[config.mk]
export PLATFORM = sky130hd
export DESIGN_NAME = stopwatch_top
export DESIGN_NICKNAME = d
export VERILOG_FILES = /design/src/verilog/stopwatch_pkg.sv /design/src/verilog/tick_divider.sv /design/src/verilog/stopwatch_control.sv /design/src/verilog/stopwatch_counter.sv /design/src/verilog/seven_segment_display.sv /design/src/verilog/stopwatch_top.sv
export SDC_FILE = /design/constraint.sdc
export NUM_CORES = 1
export LEC_CHECK = 0
export ABC_AREA = 1
export BUFFER_PORTS_ARGS = -buffer_cell sky130_fd_sc_hd__buf_2
export CAP_MARGIN = 20
export CORE_MARGIN = 2
export CORE_UTILIZATION = 40
export CTS_BUF_LIST = sky130_fd_sc_hd__clkbuf_4 sky130_fd_sc_hd__clkbuf_8
export DETAILED_ROUTE_END_ITERATION = 10
export PLACE_DENSITY = 0.56
export SLEW_MARGIN = 20
export SYNTH_ARGS = -nofsm -noshare
export SYNTH_HDL_FRONTEND = slang
export SYNTH_SLANG_ARGS = --single-unit
[constraint.sdc]
create_clock -name clock -period 3.1 [get_ports clock]
set_clock_uncertainty 0.2 [all_clocks]
set_input_delay 0.775 -clock clock [delete_from_list [all_inputs] [get_ports clock]]
set_output_delay 0.775 -clock clock [all_outputs]
set_load 0.01 [all_outputs]
[src/verilog/stopwatch_pkg.sv]
package stopwatch_pkg;

    // field widths of the running time.
    localparam int unsigned HOURS_W   = 5;
    localparam int unsigned MINUTES_W = 6;
    localparam int unsigned SECONDS_W = 6;
    localparam int unsigned CENTI_W   = 7;

    // modulus of each field.
    localparam int unsigned HOURS_LIMIT   = 24;
    localparam int unsigned MINUTES_LIMIT = 60;
    localparam int unsigned SECONDS_LIMIT = 60;
    localparam int unsigned CENTI_LIMIT   = 100;

    // 100 MHz board clock.
    localparam int unsigned CS_DIV_DEFAULT      = 1_000_000; // one tick per 10 ms.
    localparam int unsigned REFRESH_DIV_DEFAULT = 50_000;    // 1 kHz scan edge rate.

    localparam int unsigned NUM_DIGITS = 8;
    localparam int unsigned DIGIT_SEL_W = $clog2(NUM_DIGITS);

    // segment pattern that turns a digit off.
    localparam logic [6:0] SEG_BLANK = 7'b111_1111;

    typedef struct packed {
        logic [HOURS_W-1:0]   hours;
        logic [MINUTES_W-1:0] minutes;
        logic [SECONDS_W-1:0] seconds;
        logic [CENTI_W-1:0]   centiseconds;
    } time_value_t;

endpackage

[src/verilog/tick_divider.sv]
`timescale 1ns/1ps

module tick_divider #(
    parameter int unsigned CS_DIV      = stopwatch_pkg::CS_DIV_DEFAULT,
    parameter int unsigned REFRESH_DIV = stopwatch_pkg::REFRESH_DIV_DEFAULT
) (
    input  logic clock,
    input  logic reset_n,
    output logic cs_tick,
    output logic refresh_wave
);

    localparam int unsigned CS_W      = (CS_DIV > 1) ? $clog2(CS_DIV) : 1;
    localparam int unsigned REFRESH_W = (REFRESH_DIV > 1) ? $clog2(REFRESH_DIV) : 1;

    logic [CS_W-1:0]      cs_count;
    logic [REFRESH_W-1:0] refresh_count;
    logic                 cs_last;
    logic                 refresh_last;

    assign cs_last      = (cs_count == CS_W'(CS_DIV - 1));
    assign refresh_last = (refresh_count == REFRESH_W'(REFRESH_DIV - 1));
    assign cs_tick      = cs_last;

    always_ff @(posedge clock or negedge reset_n) begin
        if (!reset_n) begin
            cs_count <= '0;
        end else if (cs_last) begin
            cs_count <= '0;
        end else begin
            cs_count <= cs_count + 1'b1;
        end
    end

    always_ff @(posedge clock or negedge reset_n) begin
        if (!reset_n) begin
            refresh_count <= '0;
            refresh_wave  <= 1'b0;
        end else if (refresh_last) begin
            refresh_count <= '0;
            refresh_wave  <= ~refresh_wave; // half period done.
        end else begin
            refresh_count <= refresh_count + 1'b1;
        end
    end

    // the counter must never see back-to-back ticks.
    assert property (@(posedge clock) disable iff (!reset_n) cs_tick |=> !cs_tick)
        else $error("cs_tick high on two consecutive cycles");

endmodule

[src/verilog/stopwatch_control.sv]
`timescale 1ns/1ps

module stopwatch_control (
    input  logic clock,
    input  logic reset_n,
    input  logic btn_start_stop,
    input  logic btn_clear,
    output logic run,
    output logic clear_pulse
);

    typedef struct packed {
        logic start_stop;
        logic clear;
    } buttons_t;

    buttons_t btn_raw;
    buttons_t sync_meta;
    buttons_t sync_q;
    buttons_t btn_prev;
    buttons_t btn_rise;

    assign btn_raw.start_stop = btn_start_stop;
    assign btn_raw.clear      = btn_clear;

    // two-flop synchronizer on both buttons.
    always_ff @(posedge clock or negedge reset_n) begin
        if (!reset_n) begin
            sync_meta <= '0;
            sync_q    <= '0;
        end else begin
            sync_meta <= btn_raw;
            sync_q    <= sync_meta;
        end
    end

    assign btn_rise = sync_q & ~btn_prev;

    always_ff @(posedge clock or negedge reset_n) begin
        if (!reset_n) begin
            btn_prev    <= '0;
            run         <= 1'b0;
            clear_pulse <= 1'b0;
        end else begin
            btn_prev    <= sync_q;
            clear_pulse <= btn_rise.clear; // single cycle.
            if (btn_rise.start_stop) begin
                run <= ~run;
            end
        end
    end

endmodule

[src/verilog/stopwatch_counter.sv]
`timescale 1ns/1ps

module stopwatch_counter (
    input  logic                       clock,
    input  logic                       reset_n,
    input  logic                       cs_tick,
    input  logic                       run,
    input  logic                       clear_pulse,
    output stopwatch_pkg::time_value_t time_now
);

    stopwatch_pkg::time_value_t count_q;

    logic cs_step;
    logic cs_wrap;
    logic sec_wrap;
    logic min_wrap;
    logic hour_wrap;

    // carry chain, each stage enabled by the wrap of the one below.
    assign cs_step   = cs_tick & run;
    assign cs_wrap   = cs_step && (count_q.centiseconds ==
                       stopwatch_pkg::CENTI_W'(stopwatch_pkg::CENTI_LIMIT - 1));
    assign sec_wrap  = cs_wrap && (count_q.seconds ==
                       stopwatch_pkg::SECONDS_W'(stopwatch_pkg::SECONDS_LIMIT - 1));
    assign min_wrap  = sec_wrap && (count_q.minutes ==
                       stopwatch_pkg::MINUTES_W'(stopwatch_pkg::MINUTES_LIMIT - 1));
    assign hour_wrap = min_wrap && (count_q.hours ==
                       stopwatch_pkg::HOURS_W'(stopwatch_pkg::HOURS_LIMIT - 1));

    always_ff @(posedge clock or negedge reset_n) begin
        if (!reset_n) begin
            count_q <= '0;
        end else if (clear_pulse) begin
            count_q <= '0; // clear beats a tick.
        end else if (cs_step) begin
            if (cs_wrap) begin
                count_q.centiseconds <= '0;
            end else begin
                count_q.centiseconds <= count_q.centiseconds + 1'b1;
            end
            if (sec_wrap) begin
                count_q.seconds <= '0;
            end else if (cs_wrap) begin
                count_q.seconds <= count_q.seconds + 1'b1;
            end
            if (min_wrap) begin
                count_q.minutes <= '0;
            end else if (sec_wrap) begin
                count_q.minutes <= count_q.minutes + 1'b1;
            end
            if (hour_wrap) begin
                count_q.hours <= '0; // 23 rolls to 0.
            end else if (min_wrap) begin
                count_q.hours <= count_q.hours + 1'b1;
            end
        end
    end

    assign time_now = count_q;

    assert property (@(posedge clock) disable iff (!reset_n)
        (time_now.centiseconds < stopwatch_pkg::CENTI_LIMIT) &&
        (time_now.seconds < stopwatch_pkg::SECONDS_LIMIT) &&
        (time_now.minutes < stopwatch_pkg::MINUTES_LIMIT) &&
        (time_now.hours < stopwatch_pkg::HOURS_LIMIT))
        else $error("time field out of range");

    // stopped and not cleared means frozen.
    assert property (@(posedge clock) disable iff (!reset_n)
        (!run && !clear_pulse) |=> $stable(time_now))
        else $error("time changed while stopped");

endmodule

[src/verilog/seven_segment_display.sv]
`timescale 1ns/1ps

module seven_segment_display (
    input  logic                                  clock,
    input  logic                                  clock_refresh,
    input  logic                                  reset_n,
    input  stopwatch_pkg::time_value_t            time_now,
    output logic [6:0]                            seg,
    output logic [stopwatch_pkg::NUM_DIGITS-1:0]  an
);

    logic                                    refresh_prev;
    logic                                    refresh_rise;
    logic [stopwatch_pkg::DIGIT_SEL_W-1:0]   digit_select;
    logic [stopwatch_pkg::NUM_DIGITS-1:0][3:0] digits;
    logic [3:0]                              current_digit;
    logic [6:0]                              seg_pattern;

    // returns {tens, ones} of a value below 100.
    function automatic logic [7:0] split_decimal(input logic [6:0] value);
        logic [6:0] tens;
        logic [6:0] ones;
        tens = value / 7'd10;
        ones = value % 7'd10;
        return {tens[3:0], ones[3:0]};
    endfunction

    // edge of the scan wave, held one cycle in a register.
    always_ff @(posedge clock or negedge reset_n) begin
        if (!reset_n) begin
            refresh_prev <= 1'b0;
            refresh_rise <= 1'b0;
        end else begin
            refresh_prev <= clock_refresh;
            refresh_rise <= clock_refresh & ~refresh_prev;
        end
    end

    always_ff @(posedge clock or negedge reset_n) begin
        if (!reset_n) begin
            digit_select <= '0;
        end else if (refresh_rise) begin
            digit_select <= digit_select + 1'b1; // wraps after digit 7.
        end
    end

    // digit 0 is the rightmost one.
    assign digits[1:0] = split_decimal(time_now.centiseconds);
    assign digits[3:2] = split_decimal({1'b0, time_now.seconds});
    assign digits[5:4] = split_decimal({1'b0, time_now.minutes});
    assign digits[7:6] = split_decimal({2'b00, time_now.hours});

    assign current_digit = digits[digit_select];

    // segments gfedcba, active low.
    always_comb begin
        case (current_digit)
            4'd0:    seg_pattern = 7'b100_0000;
            4'd1:    seg_pattern = 7'b111_1001;
            4'd2:    seg_pattern = 7'b010_0100;
            4'd3:    seg_pattern = 7'b011_0000;
            4'd4:    seg_pattern = 7'b001_1001;
            4'd5:    seg_pattern = 7'b001_0010;
            4'd6:    seg_pattern = 7'b000_0010;
            4'd7:    seg_pattern = 7'b111_1000;
            4'd8:    seg_pattern = 7'b000_0000;
            4'd9:    seg_pattern = 7'b001_0000;
            default: seg_pattern = stopwatch_pkg::SEG_BLANK;
        endcase
    end

    always_comb begin
        an = '1;
        an[digit_select] = 1'b0;
    end

    // one cycle behind an.
    always_ff @(posedge clock or negedge reset_n) begin
        if (!reset_n) begin
            seg <= stopwatch_pkg::SEG_BLANK;
        end else begin
            seg <= seg_pattern;
        end
    end

    assert property (@(posedge clock) disable iff (!reset_n) $onehot(~an))
        else $error("anode drive is not one-cold");

endmodule

[src/verilog/stopwatch_top.sv]
`timescale 1ns/1ps

module stopwatch_top #(
    parameter int unsigned CS_DIV      = stopwatch_pkg::CS_DIV_DEFAULT,
    parameter int unsigned REFRESH_DIV = stopwatch_pkg::REFRESH_DIV_DEFAULT
) (
    input  logic                                 clock,
    input  logic                                 reset_n,
    input  logic                                 btn_start_stop,
    input  logic                                 btn_clear,
    output logic [6:0]                           seg,
    output logic [stopwatch_pkg::NUM_DIGITS-1:0] an
);

    logic                       cs_tick;
    logic                       refresh_wave;
    logic                       run;
    logic                       clear_pulse;
    stopwatch_pkg::time_value_t time_now;

    tick_divider #(
        .CS_DIV      (CS_DIV),
        .REFRESH_DIV (REFRESH_DIV)
    ) u_tick_divider (
        .clock        (clock),
        .reset_n      (reset_n),
        .cs_tick      (cs_tick),
        .refresh_wave (refresh_wave)
    );

    stopwatch_control u_control (
        .clock          (clock),
        .reset_n        (reset_n),
        .btn_start_stop (btn_start_stop),
        .btn_clear      (btn_clear),
        .run            (run),
        .clear_pulse    (clear_pulse)
    );

    stopwatch_counter u_counter (
        .clock       (clock),
        .reset_n     (reset_n),
        .cs_tick     (cs_tick),
        .run         (run),
        .clear_pulse (clear_pulse),
        .time_now    (time_now)
    );

    seven_segment_display u_display (
        .clock         (clock),
        .clock_refresh (refresh_wave),
        .reset_n       (reset_n),
        .time_now      (time_now),
        .seg           (seg),
        .an            (an)
    );

endmodule

Yosys cells after proc, flatten, opt, wreduce, memory -nomap -nowiden
Memory sizes are Yosys's and may differ from the RTL's. A register that Yosys moved wholly into a read port is not among the register bits.
Cells that the tools add are included.

operators by class
  add/subtract/negate cells = 7
  reductions and logical operators = 13
  bitwise logic cells = 8
  equal/unequal tests = 6
  multiplexer cells = 15
  div/mod/pow operators = 8
  $lt $le $gt $ge = 2

operator list
  operator               count
  $mux 24                2
  $mux 6                 4
  $add 20x1->20 const B  1
  $eq 20x20->1 const B   1
  $mux 20                1
  $add 16x1->16 const B  1
  $eq 16x16->1 const B   1
  $mux 16                1
  $div 6x4->7 const B    2
  $mod 6x4->7 const B    2
  $add 6x1->6 const B    2
  $bmux 4 s3             1
  $eq 6x6->1 const B     2
  $mux 5                 2
  $reduce_bool 3->1      3
  $not 8->8              1
  $add 7x1->7 const B    1
  $div 5x4->7 const B    1
  $div 7x4->7 const B    1
  $eq 7x7->1 const B     1
  $mod 5x4->7 const B    1
  $mod 7x4->7 const B    1
  $mux 7                 1
  $reduce_and 2->1       3
  other kinds (15)       22

word-level totals
  memories kept = 1
  ROM bits = 112
  bits in registers = 74
  output and inout port bits = 15

memories
  name              words  bits a word  read ports  clocked after memory_dff  wr ports  RTL line                     RTL
  (name not given)  16     7            1           1                         0         seven_segment_display.sv:57  case (current_digit)

Longest topological paths before layout
  word-level depth = 9
  mapped depth = 28
  gate-level depth less buffers = 28

Cells and area by module
A second synthesis with hierarchy kept.

unflattened totals
  cells, all modules = 784
  area, all modules = 5571.6 um^2

modules (own cells, without submodules)
  module                 area an instance (um^2)  sequential area each (um^2)  instances  cells an instance
  tick_divider           2082.0                   925.9                        1          285
  seven_segment_display  1774.2                   309.0                        1          294
  stopwatch_counter      1483.9                   600.6                        1          189
  stopwatch_control      231.5                    200.2                        1          16

Worst setup path after synthesis
No wires, ideal clock.

  path type = flip-flop to flip-flop
  start = register u_counter.count_q, in the netlist u_counter.time_now[16]
  end = register u_display.seg[3]
  slack = 40 ps
  cell stages (with the launch flop) = 21
  library setup time = 60 ps
  clock period less this slack = 3060 ps
  data arrival time = 2800 ps
  path buffers = 0
  cells stage by stage = dfrtp_1 > inv_1 > ha_1 > nand3b_1 > nand2_2 > nand2_4 > nand3_4 > nand2_1 > nand2_1 > inv_1 > ha_1 > nand3b_2 > nand3_1 > nand2_1 > nand3_1 > nand3_1 > nor2_1 > ha_1 > nand3_1 > nand3_1 > nand2_1

on the way
  word-level cells in the longest chain between the ends = 3
  elaborated cells between the ends (all ways) = 4

RTL lines
  element                                     RTL line                                                  RTL
  from (decl)                                 stopwatch_counter.sv:12                                   stopwatch_pkg::time_value_t count_q;
  $mod 6x4->7 or $div 6x4->7 (tied branches)  seven_segment_display.sv:24, seven_segment_display.sv:23
  $bmux 4 s3 *                                seven_segment_display.sv:53                               assign current_digit = digits[digit_select];
  $mux 4 (not written as such) *              seven_segment_display.sv:53
  to (decl)                                   seven_segment_display.sv:8                                output logic [6:0] seg,

Mark *: on every way between the ends. The rest lies on a longest branch, timed or not. The select of a mux whose other input is x is not followed.
A chain may end at the register's enable or synchronous reset.

Worst setup path in the final report
  start = register u_counter.count_q, in the netlist u_counter.time_now[16]
  end = register u_display.seg[0]

Same word-level chain as after synthesis.

==> flow_summary.ini <==
[status]
status = finished clean

[clock_tree]
cts.clk_slew.worst_paths_ns = 0.09
clock_path_buffers = 2
cts_made_buffers = 9
ctsHtreeMaxLevel = 3
cts_root_buf = clkbuf_8
cts_tree = yes
clock_latency_ns = 0.38
cts_sinks = 81

[power]
p_leak_uw = 0.003391
power_density_nw_per_um2 = 326.0
p_total_uw = 2165
ir_drop_mv = 0.2828

[sta]
setup_violations = 0
finalWorstSetupSlack_ns = 0.006518
fin_crit_sh_pct = 99.79
finalHoldWorstSlack_ns = 0.1275
period_minus_slack_ns = 3.093
rsz0062_at_grt = yes
worst_pin_slew_ns = 0.6184
slew_viol_final = 0
slew_headroom_pct = 58.45
fmax_ghz = 0.3233
hold_violations = 0

[cells_and_area]
area_growth_pct = 25.84
fin_nets = 835
design_area_um2 = 6641
instances_no_fill = 978
multi_input_area_um2 = 3055
n_antenna_cell = 0
drive_gt1_share_pct = 27.30
fillCellCount = 1209
regArea_um2 = 2037

[critical_path]
cp_cell_sequence = buf_6 > buf_4 > nand3_4 > nand2_4 > nand2_4 > nand2_4 > nand3_4 > nand2_4 > nand4_1 > nand2_1 > inv_1 > ha_1 > nand3b_4 > nand4_1 > o211ai_1 > nor2_2 > inv_2 > ha_2 > nand3b_1 > nand3_1 > nand2_1
critPathSlowestCell = dfrtp_1
cp.required_ns = 3.21
cpLargestDelayFamily = simple AND/OR/NAND/NOR gates
crit_path_start_kind = flop
criticalPathCategory = reg2reg
crit_path_max_fanout = 5
crit_arrival_ns = 3.20
path_buf_inv = 4
cpPeakStageDelay_ns = 0.41
critPathCaptureType = flop
cpMostUsedCell = nand2_4

[synth]
avgSynthCellArea_um2 = 7.518
synth_warnings = 0
synthTopCellsByCount = nand2_1 (140), inv_1 (121), dfrtp_1 (74), nand3_1 (65), nor2_1 (65)
yosysTopAreaCell = dfrtp_1
yosysMostFrequentCell = nand2_1
ys_seq_area_share_pct = 38.57
ys.flop_type = dfrtp_1
yosysTopAreaCellShare_pct = 35.09
syn-cell-area_um2 = 5278
synth-seq-cells = 81
synth_nets = 736
synth_edf_count = 0
synthTopCellsByArea = dfrtp_1 (35%), nand2_1 (10%), inv_1 (8.6%), ha_1 (7.1%), nand3_1 (6.2%)
yosysUniqueCellTypes = 42
synthCells = 702
ys_async_sr_fraction_pct = 100.0

[placement]
placed_cell_area_um2 = 5941
placedCellCount = 937
io_buffers = 18
gp_congestion = 0.8373
pre_cts_ws_ns = -0.1688
dp_hpwl_um = 9143

[min_path]
hold_class = in2async

[floorplanning]
num_io_pins = 19
fp.dieH_um = 118.9
die-area_um2 = 14130
die_w_um = 118.9
start_util_pct = 41.32
rows = 41
core_um2 = 12770

[job]
drv_cap = 0

[routing]
via_count = 4821
drt_pass1_iterations = 4
drc = 0
routed_wl_um = 12440
ant_nets = 0
drtIter0Drc = 263
wire_per_inst_um = 12.72
viasPerCell = 4.929

[grt]
grt_max_degree = 52
grt_usage_pct = 18.18
grt-ovfl-total = 0
grt_pass1_wl_um = 21000
first_global_vias = 4633
antenna_found_initial = 0
[sequential cells by signal, indices dropped and copies added, names as in the netlist, 2 cells and up]
name / cells
u_display.seg: 7
u_display.digit_select: 3
u_tick_divider.refresh_count: 16
u_control.sync_q: 2
u_tick_divider.cs_count: 20
u_control.btn_prev: 2
u_counter.time_now: 24
u_control.sync_meta: 2
[what timing repair did]
item | in CTS | in global routing
gates resized for setup | 11 | 71
pin swaps | 6 | 34
hold buffers | 0 | 0
hold endpoints to repair | 0 | 0
endpoints found under the setup margin | 7 | 8
buffers inserted | 4 | 21
[metrics by stage]
step / setup TNS (ns) / util [%]
after floorplan: 0 / -
after CTS: 0 / 48.50
final: 0 / 51.99
after detailed placement: -0.8555 / 46.51
after global placement: 0 / 46.51
after global routing: -1.284 / 51.99
[path summary, 6_finish.rpt]
kind                                        startpoint                           to  slack [ns]  cells after the start
worst max-delay path            u_counter.time_now[16]             u_display.seg[0]       0.007                     21
worst min-delay path                           reset_n  u_tick_divider.cs_count[11]        0.13                      1
worst max register to register  u_counter.time_now[16]             u_display.seg[0]       0.007                     21
worst min register to register  u_control.sync_meta[1]          u_control.sync_q[1]        0.16                      0
max in group asynchronous                      reset_n             u_display.seg[4]        1.89                      2
min in group clock              u_control.sync_meta[1]          u_control.sync_q[1]        0.16                      0
[placed cells by master (no fill, tap or decap), types with 20 or more instances in the layout]
cell / n
a21oi_1: 26
buf_4: 71
dfrtp_1: 73
ha_1: 20
inv_1: 112
nand2_1: 124
nand2_2: 23
nand3_1: 49
nand4_1: 23
nor2_1: 59
nor3_1: 21
o21ai_0: 28
[final cells by class]
class,instances,area share [%]
clock inverter,6,0.7724
multi-input combinational,486,46.01
sequential,81,30.67
inverter,133,7.555
timing repair buffer,90,9.778
clock buffer,10,1.978
tap,172,3.240
[cells by family after synthesis]
kind of cell | after synthesis | synth area share [%]
AOI/OAI and AO/OA | 74 | 8.156
xor gates and xnor gates | 19 | 3.153
adders and majority gates | 30 | 7.112
buffers and inverters | 135 | 9.649
DFF | 81 | 38.57
and+or+nand+nor | 363 | 33.36
[power breakdown]
| group | switching (uW) | total [uW] | internal, uW |
|---|---|---|---|
| sequential | 27.0 | 1130 | 1100 |
| clock | 436 | 747 | 311 |
| combinational | 168 | 289 | 120 |
[worst reg2reg max path, stage by stage, from the launching register on]
cell and delay (ns):
dfrtp_1 0.41, buf_6 0.12, buf_4 0.13, nand3_4 0.08, nand2_4 0.11, nand2_4 0.08, nand2_4 0.11, nand3_4 0.10
nand2_4 0.10, nand4_1 0.11, nand2_1 0.11, inv_1 0.05, ha_1 0.19, nand3b_4 0.19, nand4_1 0.11, o211ai_1 0.10
nor2_2 0.21, inv_2 0.09, ha_2 0.17, nand3b_1 0.15, nand3_1 0.08, nand2_1 0.05
[layer usage]
metal / GRT usage (%) / routed length (um) / up-vias
met5: 0 / 0 / -
met4: 5.580 / 163 / 0
met3: 4.215 / 378 / 14
met2: 30.75 / 6215 / 55
met1: 23.05 / 5678 / 2278
li1: - / - / 2474
Note: power is estimated with default switching activity, not from simulation.
